### src/hdl/rv_pkg.sv
package rv_pkg;

    typedef logic [31:0] xlen_t;    // data or address word
    typedef logic [4:0]  reg_idx_t;
    typedef logic [6:0]  opcode_t;
    typedef logic [2:0]  funct3_t;

    localparam xlen_t RESET_PC = 32'h8000_0000;

    // major opcodes of the supported groups
    localparam opcode_t OP_LUI    = 7'b0110111;
    localparam opcode_t OP_AUIPC  = 7'b0010111;
    localparam opcode_t OP_JAL    = 7'b1101111;
    localparam opcode_t OP_JALR   = 7'b1100111;
    localparam opcode_t OP_BRANCH = 7'b1100011;
    localparam opcode_t OP_OP_IMM = 7'b0010011;
    localparam opcode_t OP_OP     = 7'b0110011;

    localparam funct3_t F3_BEQ  = 3'b000;
    localparam funct3_t F3_BNE  = 3'b001;
    localparam funct3_t F3_BLT  = 3'b100;
    localparam funct3_t F3_BGE  = 3'b101;
    localparam funct3_t F3_BLTU = 3'b110;
    localparam funct3_t F3_BGEU = 3'b111;

    typedef enum logic [2:0] {
        KIND_R,
        KIND_I,     // op-imm and jalr
        KIND_U,
        KIND_J,
        KIND_B,
        KIND_NONE   // anything else retires as a no-op
    } inst_kind_e;

    typedef enum logic [3:0] {
        ALU_ADD,
        ALU_SUB,
        ALU_SLL,
        ALU_SLT,
        ALU_SLTU,
        ALU_XOR,
        ALU_SRL,
        ALU_SRA,
        ALU_OR,
        ALU_AND
    } alu_op_e;

endpackage
### src/hdl/core_top.sv
`timescale 1ns/100ps

module core_top import rv_pkg::*; (
    input  logic     clk,
    input  logic     reset,
    output logic     ibus_cyc,
    output logic     ibus_stb,
    output xlen_t    ibus_adr,
    input  xlen_t    ibus_rdata,
    input  logic     ibus_ack,
    output logic     retire_valid,
    output xlen_t    retire_pc,
    output reg_idx_t retire_rd,
    output logic     retire_we,
    output xlen_t    retire_data
);
    xlen_t      pc, snpc;
    logic       retire;
    logic       redirect;
    xlen_t      redirect_pc;
    opcode_t    opcode;
    funct3_t    funct3;
    logic       funct7_alt;
    reg_idx_t   rs1, rs2, rd;
    xlen_t      imm;
    inst_kind_e kind;
    logic       rd_write;
    xlen_t      src1, src2;
    xlen_t      wb_data;
    logic       reg_we;

    fetch_unit u_fetch (
        .clk        (clk),
        .reset      (reset),
        .ibus_ack   (ibus_ack),
        .redirect   (redirect),
        .redirect_pc(redirect_pc),
        .ibus_cyc   (ibus_cyc),
        .ibus_stb   (ibus_stb),
        .pc         (pc),
        .snpc       (snpc),
        .retire     (retire)
    );

    decoder u_dec (
        .inst      (ibus_rdata),
        .opcode    (opcode),
        .funct3    (funct3),
        .funct7_alt(funct7_alt),
        .rs1       (rs1),
        .rs2       (rs2),
        .rd        (rd),
        .imm       (imm),
        .kind      (kind),
        .rd_write  (rd_write)
    );

    assign reg_we = retire & rd_write;  // write only on the ack edge

    reg_file u_regs (
        .clk   (clk),
        .we    (reg_we),
        .waddr (rd),
        .wdata (wb_data),
        .raddr1(rs1),
        .raddr2(rs2),
        .rdata1(src1),
        .rdata2(src2)
    );

    alu_unit u_alu (
        .kind      (kind),
        .opcode    (opcode),
        .funct3    (funct3),
        .funct7_alt(funct7_alt),
        .src1      (src1),
        .src2      (src2),
        .imm       (imm),
        .pc        (pc),
        .snpc      (snpc),
        .wb_data   (wb_data)
    );

    branch_unit u_br (
        .kind       (kind),
        .opcode     (opcode),
        .funct3     (funct3),
        .src1       (src1),
        .src2       (src2),
        .imm        (imm),
        .pc         (pc),
        .redirect   (redirect),
        .redirect_pc(redirect_pc)
    );

    assign ibus_adr     = pc;
    assign retire_valid = retire;
    assign retire_pc    = pc;
    assign retire_rd    = rd;
    assign retire_we    = reg_we;
    assign retire_data  = wb_data;

endmodule

### src/hdl/branch_unit.sv
`timescale 1ns/100ps

module branch_unit import rv_pkg::*; (
    input  inst_kind_e kind,
    input  opcode_t    opcode,
    input  funct3_t    funct3,
    input  xlen_t      src1,
    input  xlen_t      src2,
    input  xlen_t      imm,
    input  xlen_t      pc,
    output logic       redirect,
    output xlen_t      redirect_pc
);
    xlen_t jalr_sum;
    logic  taken;

    assign jalr_sum    = src1 + imm;
    assign redirect_pc = (opcode == OP_JALR) ? {jalr_sum[31:1], 1'b0} : pc + imm;

    always_comb begin
        case (funct3)
            F3_BEQ:  taken = (src1 == src2);
            F3_BNE:  taken = (src1 != src2);
            F3_BLT:  taken = ($signed(src1) < $signed(src2));
            F3_BGE:  taken = ($signed(src1) >= $signed(src2));
            F3_BLTU: taken = (src1 < src2);
            F3_BGEU: taken = (src1 >= src2);
            default: taken = 1'b0;  // reserved encodings fall through
        endcase
    end

    always_comb begin
        if (opcode == OP_JAL || opcode == OP_JALR) begin
            redirect = 1'b1;
        end else if (kind == KIND_B) begin
            redirect = taken;
        end else begin
            redirect = 1'b0;
        end
    end

endmodule

### src/hdl/alu_unit.sv
`timescale 1ns/100ps

module alu_unit import rv_pkg::*; (
    input  inst_kind_e kind,
    input  opcode_t    opcode,
    input  funct3_t    funct3,
    input  logic       funct7_alt,
    input  xlen_t      src1,
    input  xlen_t      src2,
    input  xlen_t      imm,
    input  xlen_t      pc,
    input  xlen_t      snpc,
    output xlen_t      wb_data
);
    xlen_t   op_a, op_b;
    xlen_t   result;
    alu_op_e alu_op;

    always_comb begin
        case (kind)
            KIND_R: begin
                op_a = src1;
                op_b = src2;
            end
            KIND_I: begin
                op_a = src1;
                op_b = imm;
            end
            KIND_U: begin
                op_a = (opcode == OP_LUI) ? '0 : pc;    // lui vs auipc
                op_b = imm;
            end
            default: begin
                op_a = src1;
                op_b = src2;
            end
        endcase
    end

    always_comb begin
        alu_op = ALU_ADD;   // lui, auipc and jumps add
        if (opcode == OP_OP || opcode == OP_OP_IMM) begin
            case (funct3)
                3'b000:  alu_op = (kind == KIND_R && funct7_alt) ? ALU_SUB : ALU_ADD;
                3'b001:  alu_op = ALU_SLL;
                3'b010:  alu_op = ALU_SLT;
                3'b011:  alu_op = ALU_SLTU;
                3'b100:  alu_op = ALU_XOR;
                3'b101:  alu_op = funct7_alt ? ALU_SRA : ALU_SRL;
                3'b110:  alu_op = ALU_OR;
                default: alu_op = ALU_AND;
            endcase
        end
    end

    always_comb begin
        case (alu_op)
            ALU_SUB:  result = op_a - op_b;
            ALU_SLL:  result = op_a << op_b[4:0];
            ALU_SLT:  result = {31'b0, $signed(op_a) < $signed(op_b)};
            ALU_SLTU: result = {31'b0, op_a < op_b};
            ALU_XOR:  result = op_a ^ op_b;
            ALU_SRL:  result = op_a >> op_b[4:0];
            ALU_SRA:  result = $signed(op_a) >>> op_b[4:0];
            ALU_OR:   result = op_a | op_b;
            ALU_AND:  result = op_a & op_b;
            default:  result = op_a + op_b;
        endcase
    end

    // link address for jal / jalr
    assign wb_data = (opcode == OP_JAL || opcode == OP_JALR) ? snpc : result;

endmodule

### src/hdl/reg_file.sv
`timescale 1ns/100ps

module reg_file import rv_pkg::*; (
    input  logic     clk,
    input  logic     we,
    input  reg_idx_t waddr,
    input  xlen_t    wdata,
    input  reg_idx_t raddr1,
    input  reg_idx_t raddr2,
    output xlen_t    rdata1,
    output xlen_t    rdata2
);
    xlen_t regs [32];

    always_ff @(posedge clk) begin
        if (we && waddr != '0) begin
            regs[waddr] <= wdata;
        end
    end

    // x0 hardwired to zero
    assign rdata1 = (raddr1 == '0) ? '0 : regs[raddr1];
    assign rdata2 = (raddr2 == '0) ? '0 : regs[raddr2];

endmodule

### src/hdl/decoder.sv
`timescale 1ns/100ps

module decoder import rv_pkg::*; (
    input  xlen_t      inst,
    output opcode_t    opcode,
    output funct3_t    funct3,
    output logic       funct7_alt,
    output reg_idx_t   rs1,
    output reg_idx_t   rs2,
    output reg_idx_t   rd,
    output xlen_t      imm,
    output inst_kind_e kind,
    output logic       rd_write
);
    assign opcode     = inst[6:0];
    assign rd         = inst[11:7];
    assign funct3     = inst[14:12];
    assign rs1        = inst[19:15];
    assign rs2        = inst[24:20];
    assign funct7_alt = inst[30];   // sub / sra select

    always_comb begin
        case (opcode)
            OP_OP:              kind = KIND_R;
            OP_OP_IMM, OP_JALR: kind = KIND_I;
            OP_LUI, OP_AUIPC:   kind = KIND_U;
            OP_JAL:             kind = KIND_J;
            OP_BRANCH:          kind = KIND_B;
            default:            kind = KIND_NONE;
        endcase
    end

    always_comb begin
        case (kind)
            KIND_I:  imm = {{20{inst[31]}}, inst[31:20]};
            KIND_U:  imm = {inst[31:12], 12'b0};
            KIND_J:  imm = {{12{inst[31]}}, inst[19:12], inst[20], inst[30:21], 1'b0};
            KIND_B:  imm = {{20{inst[31]}}, inst[7], inst[30:25], inst[11:8], 1'b0};
            default: imm = '0;
        endcase
    end

    // x0 as destination never counts as a write
    always_comb begin
        case (kind)
            KIND_R, KIND_I, KIND_U, KIND_J: rd_write = (rd != '0);
            default:                        rd_write = 1'b0;
        endcase
    end

endmodule

### src/hdl/fetch_unit.sv
`timescale 1ns/100ps

module fetch_unit import rv_pkg::*; (
    input  logic  clk,
    input  logic  reset,
    input  logic  ibus_ack,
    input  logic  redirect,
    input  xlen_t redirect_pc,
    output logic  ibus_cyc,
    output logic  ibus_stb,
    output xlen_t pc,
    output xlen_t snpc,
    output logic  retire
);
    logic req;

    // request stays up between transfers, one fetch in flight
    always_ff @(posedge clk) begin
        if (reset) begin
            req <= 1'b0;
        end else begin
            req <= 1'b1;
        end
    end

    assign ibus_cyc = req;
    assign ibus_stb = req;
    assign retire   = req & ibus_ack;   // transfer completes this edge
    assign snpc     = pc + 32'd4;

    always_ff @(posedge clk) begin
        if (reset) begin
            pc <= RESET_PC;
        end else if (retire) begin
            pc <= redirect ? redirect_pc : snpc;
        end
    end

endmodule

### config.mk
export PLATFORM = sky130hd
export DESIGN_NAME = core_top
export DESIGN_NICKNAME = d
export VERILOG_FILES = /design/src/hdl/rv_pkg.sv /design/src/hdl/core_top.sv /design/src/hdl/branch_unit.sv /design/src/hdl/alu_unit.sv /design/src/hdl/reg_file.sv /design/src/hdl/decoder.sv /design/src/hdl/fetch_unit.sv
export SDC_FILE = /design/constraint.sdc
export NUM_CORES = 2
export LEC_CHECK = 0
export CORE_UTILIZATION = 30
export DETAILED_ROUTE_END_ITERATION = 7
export DONT_BUFFER_PORTS = 1
export HOLD_SLACK_MARGIN = 0.03
export PLACE_DENSITY_LB_ADDON = 0.12
export SLEW_MARGIN = 20
export SYNTH_ARGS = -nofsm -noshare
export SYNTH_HDL_FRONTEND = slang
export SYNTH_SLANG_ARGS = --single-unit
### constraint.sdc
create_clock -name clk -period 20.6 [get_ports clk]
set_input_delay 4.12 -clock clk [delete_from_list [all_inputs] [get_ports clk]]
set_output_delay 4.12 -clock clk [all_outputs]
set_load 0.01 [all_outputs]
* Yosys cells after proc, flatten, opt, wreduce, memory -nomap -nowiden *
Memories as Yosys holds them, arrays and structs flattened.
Cells that the tools add are included.

storage, ports and cells
  memories kept = 1
  output and inout port bits = 105
  logic and storage cells = 86
  bits in writable memories = 1024
  flip-flop bits (word level) = 33
  input port bits = 35

operators by class
  add/subtract/negate cells = 5
  multiplexer cells = 22
  bitwise operators = 5
  order comparisons = 6
  eq/ne operators = 29
  shift-type cells = 3
  reductions and logical operators = 13

memories
  memory       depth  bits a word  read ports  clocked after Yosys merged registers in  wr ports  RTL line        source
  u_regs.regs  32     32           2           0                                        1         reg_file.sv:13  xlen_t regs [32];

operators by type and width
  cell                                                                   count
  32-bit one-hot mux with 9 select lines                                 1
  32-bit two-way mux                                                     8
  32-bit less-than comparator                                            4
  32-bit one-hot mux with 4 select lines                                 1
  32-bit adder                                                           3
  32-bit greater-or-equal comparator                                     2
  32-bit by 3-bit adder with 32-bit output, second input constant        1
  32-bit AND                                                             1
  32-bit equality test                                                   1
  32-bit inequality test                                                 1
  32-bit bitwise OR                                                      1
  32-bit by 5-bit << shifter with 32-bit output                          1
  32-bit by 5-bit >> shifter with 32-bit output                          1
  32-bit by 5-bit >>> shifter with 32-bit output                         1
  32-bit subtractor                                                      1
  32-bit XOR                                                             1
  4-bit one-hot mux with 7 select lines                                  1
  7-bit equality test, second input constant                             3
  4-bit by 3-bit equality test with 1-bit output, second input constant  4
  3-bit equality test, second input constant                             5
  3-bit one-hot mux with 5 select lines                                  1
  7-bit by 5-bit equality test with 1-bit output, second input constant  2
  7-bit by 6-bit equality test with 1-bit output, second input constant  2
  3-bit by 2-bit equality test with 1-bit output, second input constant  4
  other kinds (15)                                                       32

* Longest topological paths before layout *
  depth after elaboration = 11
  depth in mapped cells = 31
  mapped depth without buffers = 22

* Cells and area by module *
A second synthesis with hierarchy kept.

second synthesis, totals
  cells, all modules = 5276
  area total of the unflattened synthesis = 66164.7 µm²

by module, submodules not included
  module       cells an instance  sequential area each (µm²)  area an instance (µm²)  instances
  reg_file     2564               30749.5                     47929.7                 1
  alu_unit     1564               0.0                         10146.0                 1
  branch_unit  636                0.0                         4367.9                  1
  fetch_unit   351                660.6                       2615.0                  1
  decoder      128                0.0                         859.6                   1
  core_top     33                 0.0                         246.5                   1

* Worst setup path after synthesis *
No wires, ideal clock.

  kind = input to output
  start = input port ibus_rdata[20]
  end = output port retire_data[31]
  required time = 16.480 ns
  setup slack = 5.890 ns
  buffers on the path = 9
  data arrival time = 10.590 ns
  stages = 28
  path through = buf_6 > buf_8 > buf_6 > buf_6 > buf_4 > buf_4 > buf_2 > buf_2 > mux4_2 > nand2_1 > o21ai_0 > nor3_1 > nor3_1 > inv_1 > a21boi_0 > ha_1 > buf_2 > or3_1 > or4_1 > or4_1 > a211oi_1 > o31ai_1 > nand2b_1 > nor3_1 > o41ai_2 > nand3_1 > and3_1 > a22oi_1

between the ends
  word-level cells in the longest chain between the ends = 6
  elaborated cells between the ends (all ways) = 15
  those cells by class = add/sub: 2; shift: 3; mux: 5; bitwise: 3; reduce/logical: 1; memory: 1

ends and longest elaborated chain
  what                                                                 RTL line        source
  from (decl)                                                          core_top.sv:9   input xlen_t ibus_rdata,
  memory read 32 x 32 bit / 5-bit logical NOT (equally long branches)  --
  32-bit two-way mux                                                   reg_file.sv:23  assign rdata2 = (raddr2 == '0) ? '0 : regs[raddr2];
  32-bit two-way mux (*)                                               alu_unit.sv:20  case (kind)
  32-bit adder (tied with other cells)                                 alu_unit.sv:67  default: result = op_a + op_b;
  32-bit one-hot mux with 9 select lines (*)                           alu_unit.sv:57  case (alu_op)
  32-bit two-way mux (*)                                               alu_unit.sv:72  assign wb_data = (opcode == OP_JAL || opcode == OP_JALR) ? snpc : result;
  to (decl)                                                            core_top.sv:15  output xlen_t retire_data

Mark *: on every way between the ends. The rest lies on a longest branch, timed or not.

* Worst setup path after layout *
  start = input port ibus_rdata[20]
  end = output port retire_data[30]

Same word-level chain as after synthesis.

==> reports/qor.txt <==
status: finished, final reports clean
WHS Path Cells: 3
max cap viols: 0
Vias: 48013
number of global-route vias before repair: 47054
post-route ant nets: 0
Crit path required time: 16.48 ns
Static Leak: 0.0254 uW
first-pass GRT wire length: 402 mm
Via density: 6.01
clock sink total: 1057
Setup crit end kind: output port
FF+latch count, synth: 1057
Slew Limit Headroom: 22.0%
gr ovfl total: 0
final core occ: 34.0%
IO Pins: 140
router iterations before antenna repair: 7
drt wl/cell: 37.2 um
minimum clock period: 16.65 ns
die span in y: 465 um
Tot Pwr: 6680 uW
RR Startpoint: u_regs.regs[29][0]$_DFFE_PP_
PostCTS Resize Cnt: 0
asr flop ratio synth: 0%
Crit Path Category: input pin to output port
Post-synth EDFFs: 1024
H-Tree Depth: 4
Core ar.: 213000 um2
placed wire-length estimate: 190 mm
clk slew on worst S/H paths: 0.05 ns
largest net degree at the start of global routing: 407
initial antenna violation count: 7
CTS buffer count: 130
Max clock buf depth: 3
Mapped Cells: 5128
GP Congestion: 1.01
PwrDens: 92.3 nW/um2
Post-Layout Cell Count: 7995
Slew Limit Fails: 0
I/O Buffers: 0
Critical Path End: retire_data[30]
worst slew pin tran: 1.17 ns
synthesized cell area: 64400 um2
Die X: 465 um
DRC: 0
fmax: 60.0 MHz
drt total wl: 298 mm
commonest non-fill, non-tap cells in the layout: edfxtp_1 (1024), mux2i_1 (548), mux4_2 (333)
hold crit path type: register to register
Synth Area per Inst: 12.6 um2
TNS Setup: 0 ns
Final Hold Violating Endpoints: 0
Area Overhead vs Synth: 12.4%
Crit path arrival time: 12.53 ns
# hold bufs at CTS: 0
CTS tree: built
Max VDD drop: 0.0000478 V
final setup violating endpoints: 0
Starting Density: 30.3%
most common cell after layout, fill and taps aside: edfxtp_1
ratio of final minimum period to clock period: 80.8%
crit path launch: ibus_rdata[20]
std cell rows: 169
fin nets: 5298
Synth cell types: 95
FF-to-FF setup slack: 12.91 ns
R2R Path End: u_regs.regs[5][30]$_DFFE_PP_
CP startpoint kind: input pin
RSZ-0062 raised after global routing: false
sequence of cells on the critical path: buf_16 -> buf_16 -> mux4_2 -> a22o_1 -> nor3_1 -> o41a_2 -> buf_4 -> inv_4 -> ha_1 -> inv_1 -> fa_1 -> a211o_1 -> o211ai_1 -> a211oi_1 -> o31ai_1 -> o221ai_1 -> a221oi_1 -> o41ai_1 -> nor4_1 -> nor3_1 -> xnor2_1 -> o221ai_1 -> a2bb2oi_4 -> buf_4
Overall Global Routing Usage: 26.8%
Root Driver: clkbuf_16
Post-CTS Setup Inserts: 0
DRT iter0 DRCs: 5315
Die ar.: 217000 um2
Synth Flop Type: edfxtp_1
layout cell share with drive strength beyond 1: 17.3%
Inst Count DP: 7749
worst-case reg-to-reg path depth: 22
post-synthesis sequential area ratio: 48.8%
Ys Warns: 0
Worst-Skew Late Latency: 0.84 ns
CP max stage cell: buf_16
Max Clock Skew: 0.0764 ns
worst-path maximum fanout: 112
CP max stage delay: 0.68 ns
## kinds of logic (layout without fill, tap and decap cells)
| family | after synthesis | count (layout) | share of synthesized area [%] |
|---|---|---|---|
| fa+ha+maj | 195 | 195 | 3.83 |
| flops | 1057 | 1057 | 48.8 |
| simple gates | 1048 | 1048 | 7.71 |
| buf+inv | 563 | 572 | 4.29 |
| compound gates | 1231 | 1231 | 13.0 |
| other cells | 1 | 38 | 0.00582 |
| mux | 930 | 930 | 21.0 |
| xor+xnor | 103 | 103 | 1.40 |
## stage by stage
step	hold slack (ns)	setup WS [ns]	area, um2
after floorplan	0.526	5.89	64500
after global placement	0.652	4.75	67900
after detailed placement	0.658	4.81	67900
after CTS	0.667	4.78	72200
after global routing	0.698	3.59	72400
final	0.665	3.95	72400
## worst max-delay path, delay by kind of cell
kind	cells	cell delay [ns]
multiplexers	1	0.66
AO/OA/AOI/OAI	11	3.29
XOR/XNOR	1	0.13
adder cells (fa/ha/maj)	2	0.59
AND/OR/NAND/NOR	3	0.84
buffers and inverters	6	2.52
## routing by layer
metal	track usage, %	vias up	wire [um]
met5	0	-	11
met4	13.1	2	16200
met3	4.99	523	20700
met2	43.3	2224	138000
met1	34.4	25133	123000
li1	-	20131	-
## layout make-up
| type | instances | area (um2) |
|---|---|---|
| Antenna cell | 6 | 15.0 |
| Clock inverter | 76 | 930 |
| Clock buffer | 156 | 3350 |
| Multi-Input combinational cell | 3539 | 31100 |
| Fill cell | 20973 | 140000 |
| Inverter | 153 | 577 |
| Tap cell | 2821 | 3530 |
| Timing Repair Buffer | 187 | 1520 |
| Sequential cell | 1057 | 31400 |
## cell usage after synthesis (all sizes together), types with 40 or more instances
library cell,n,area (um2)
mux4,333,7500
a211oi,40,305
mux2,49,552
nand2,301,1130
o21ai,159,796
a22oi,197,1520
edfxtp,1024,30700
nor3,92,470
o211ai,47,353
a21o,71,533
nor2,286,1080
mux2i,548,5490
o221ai,40,350
nand3,103,515
buf,219,1470
a221oi,44,404
a21oi,331,1660
inv,151,569
xnor2,69,604
ha,191,2390
clkbuf,191,717
## worst min-delay path by stage
stage | start | to | slack (ns)
global placement | u_fetch.pc[3]$_SDFFE_PP0P_ | u_fetch.pc[3]$_SDFFE_PP0P_ | 0.65
floorplan | u_fetch.pc[0]$_SDFFE_PP0P_ | u_fetch.pc[0]$_SDFFE_PP0P_ | 0.53
CTS | u_fetch.pc[3]$_SDFFE_PP0P_ | u_fetch.pc[3]$_SDFFE_PP0P_ | 0.67
finish | u_fetch.pc[5]$_SDFFE_PP0P_ | u_fetch.pc[5]$_SDFFE_PP0P_ | 0.66
global route | u_fetch.pc[5]$_SDFFE_PP0P_ | u_fetch.pc[5]$_SDFFE_PP0P_ | 0.70
detailed placement | u_fetch.pc[3]$_SDFFE_PP0P_ | u_fetch.pc[3]$_SDFFE_PP0P_ | 0.66
## sequential cells by signal, summed over array words and instances (netlist names)
name	cells
u_regs.regs	1024
u_fetch.pc	32
u_fetch.ibus_cyc	1
## power by group
group          total, uW  switching, uW  internal (uW)
Combinational       1670           1220            459
Sequential          2700           11.2           2690
Clock               2310            995           1310
Total               6680           2220           4460
Power figures use the tool's default switching activity.
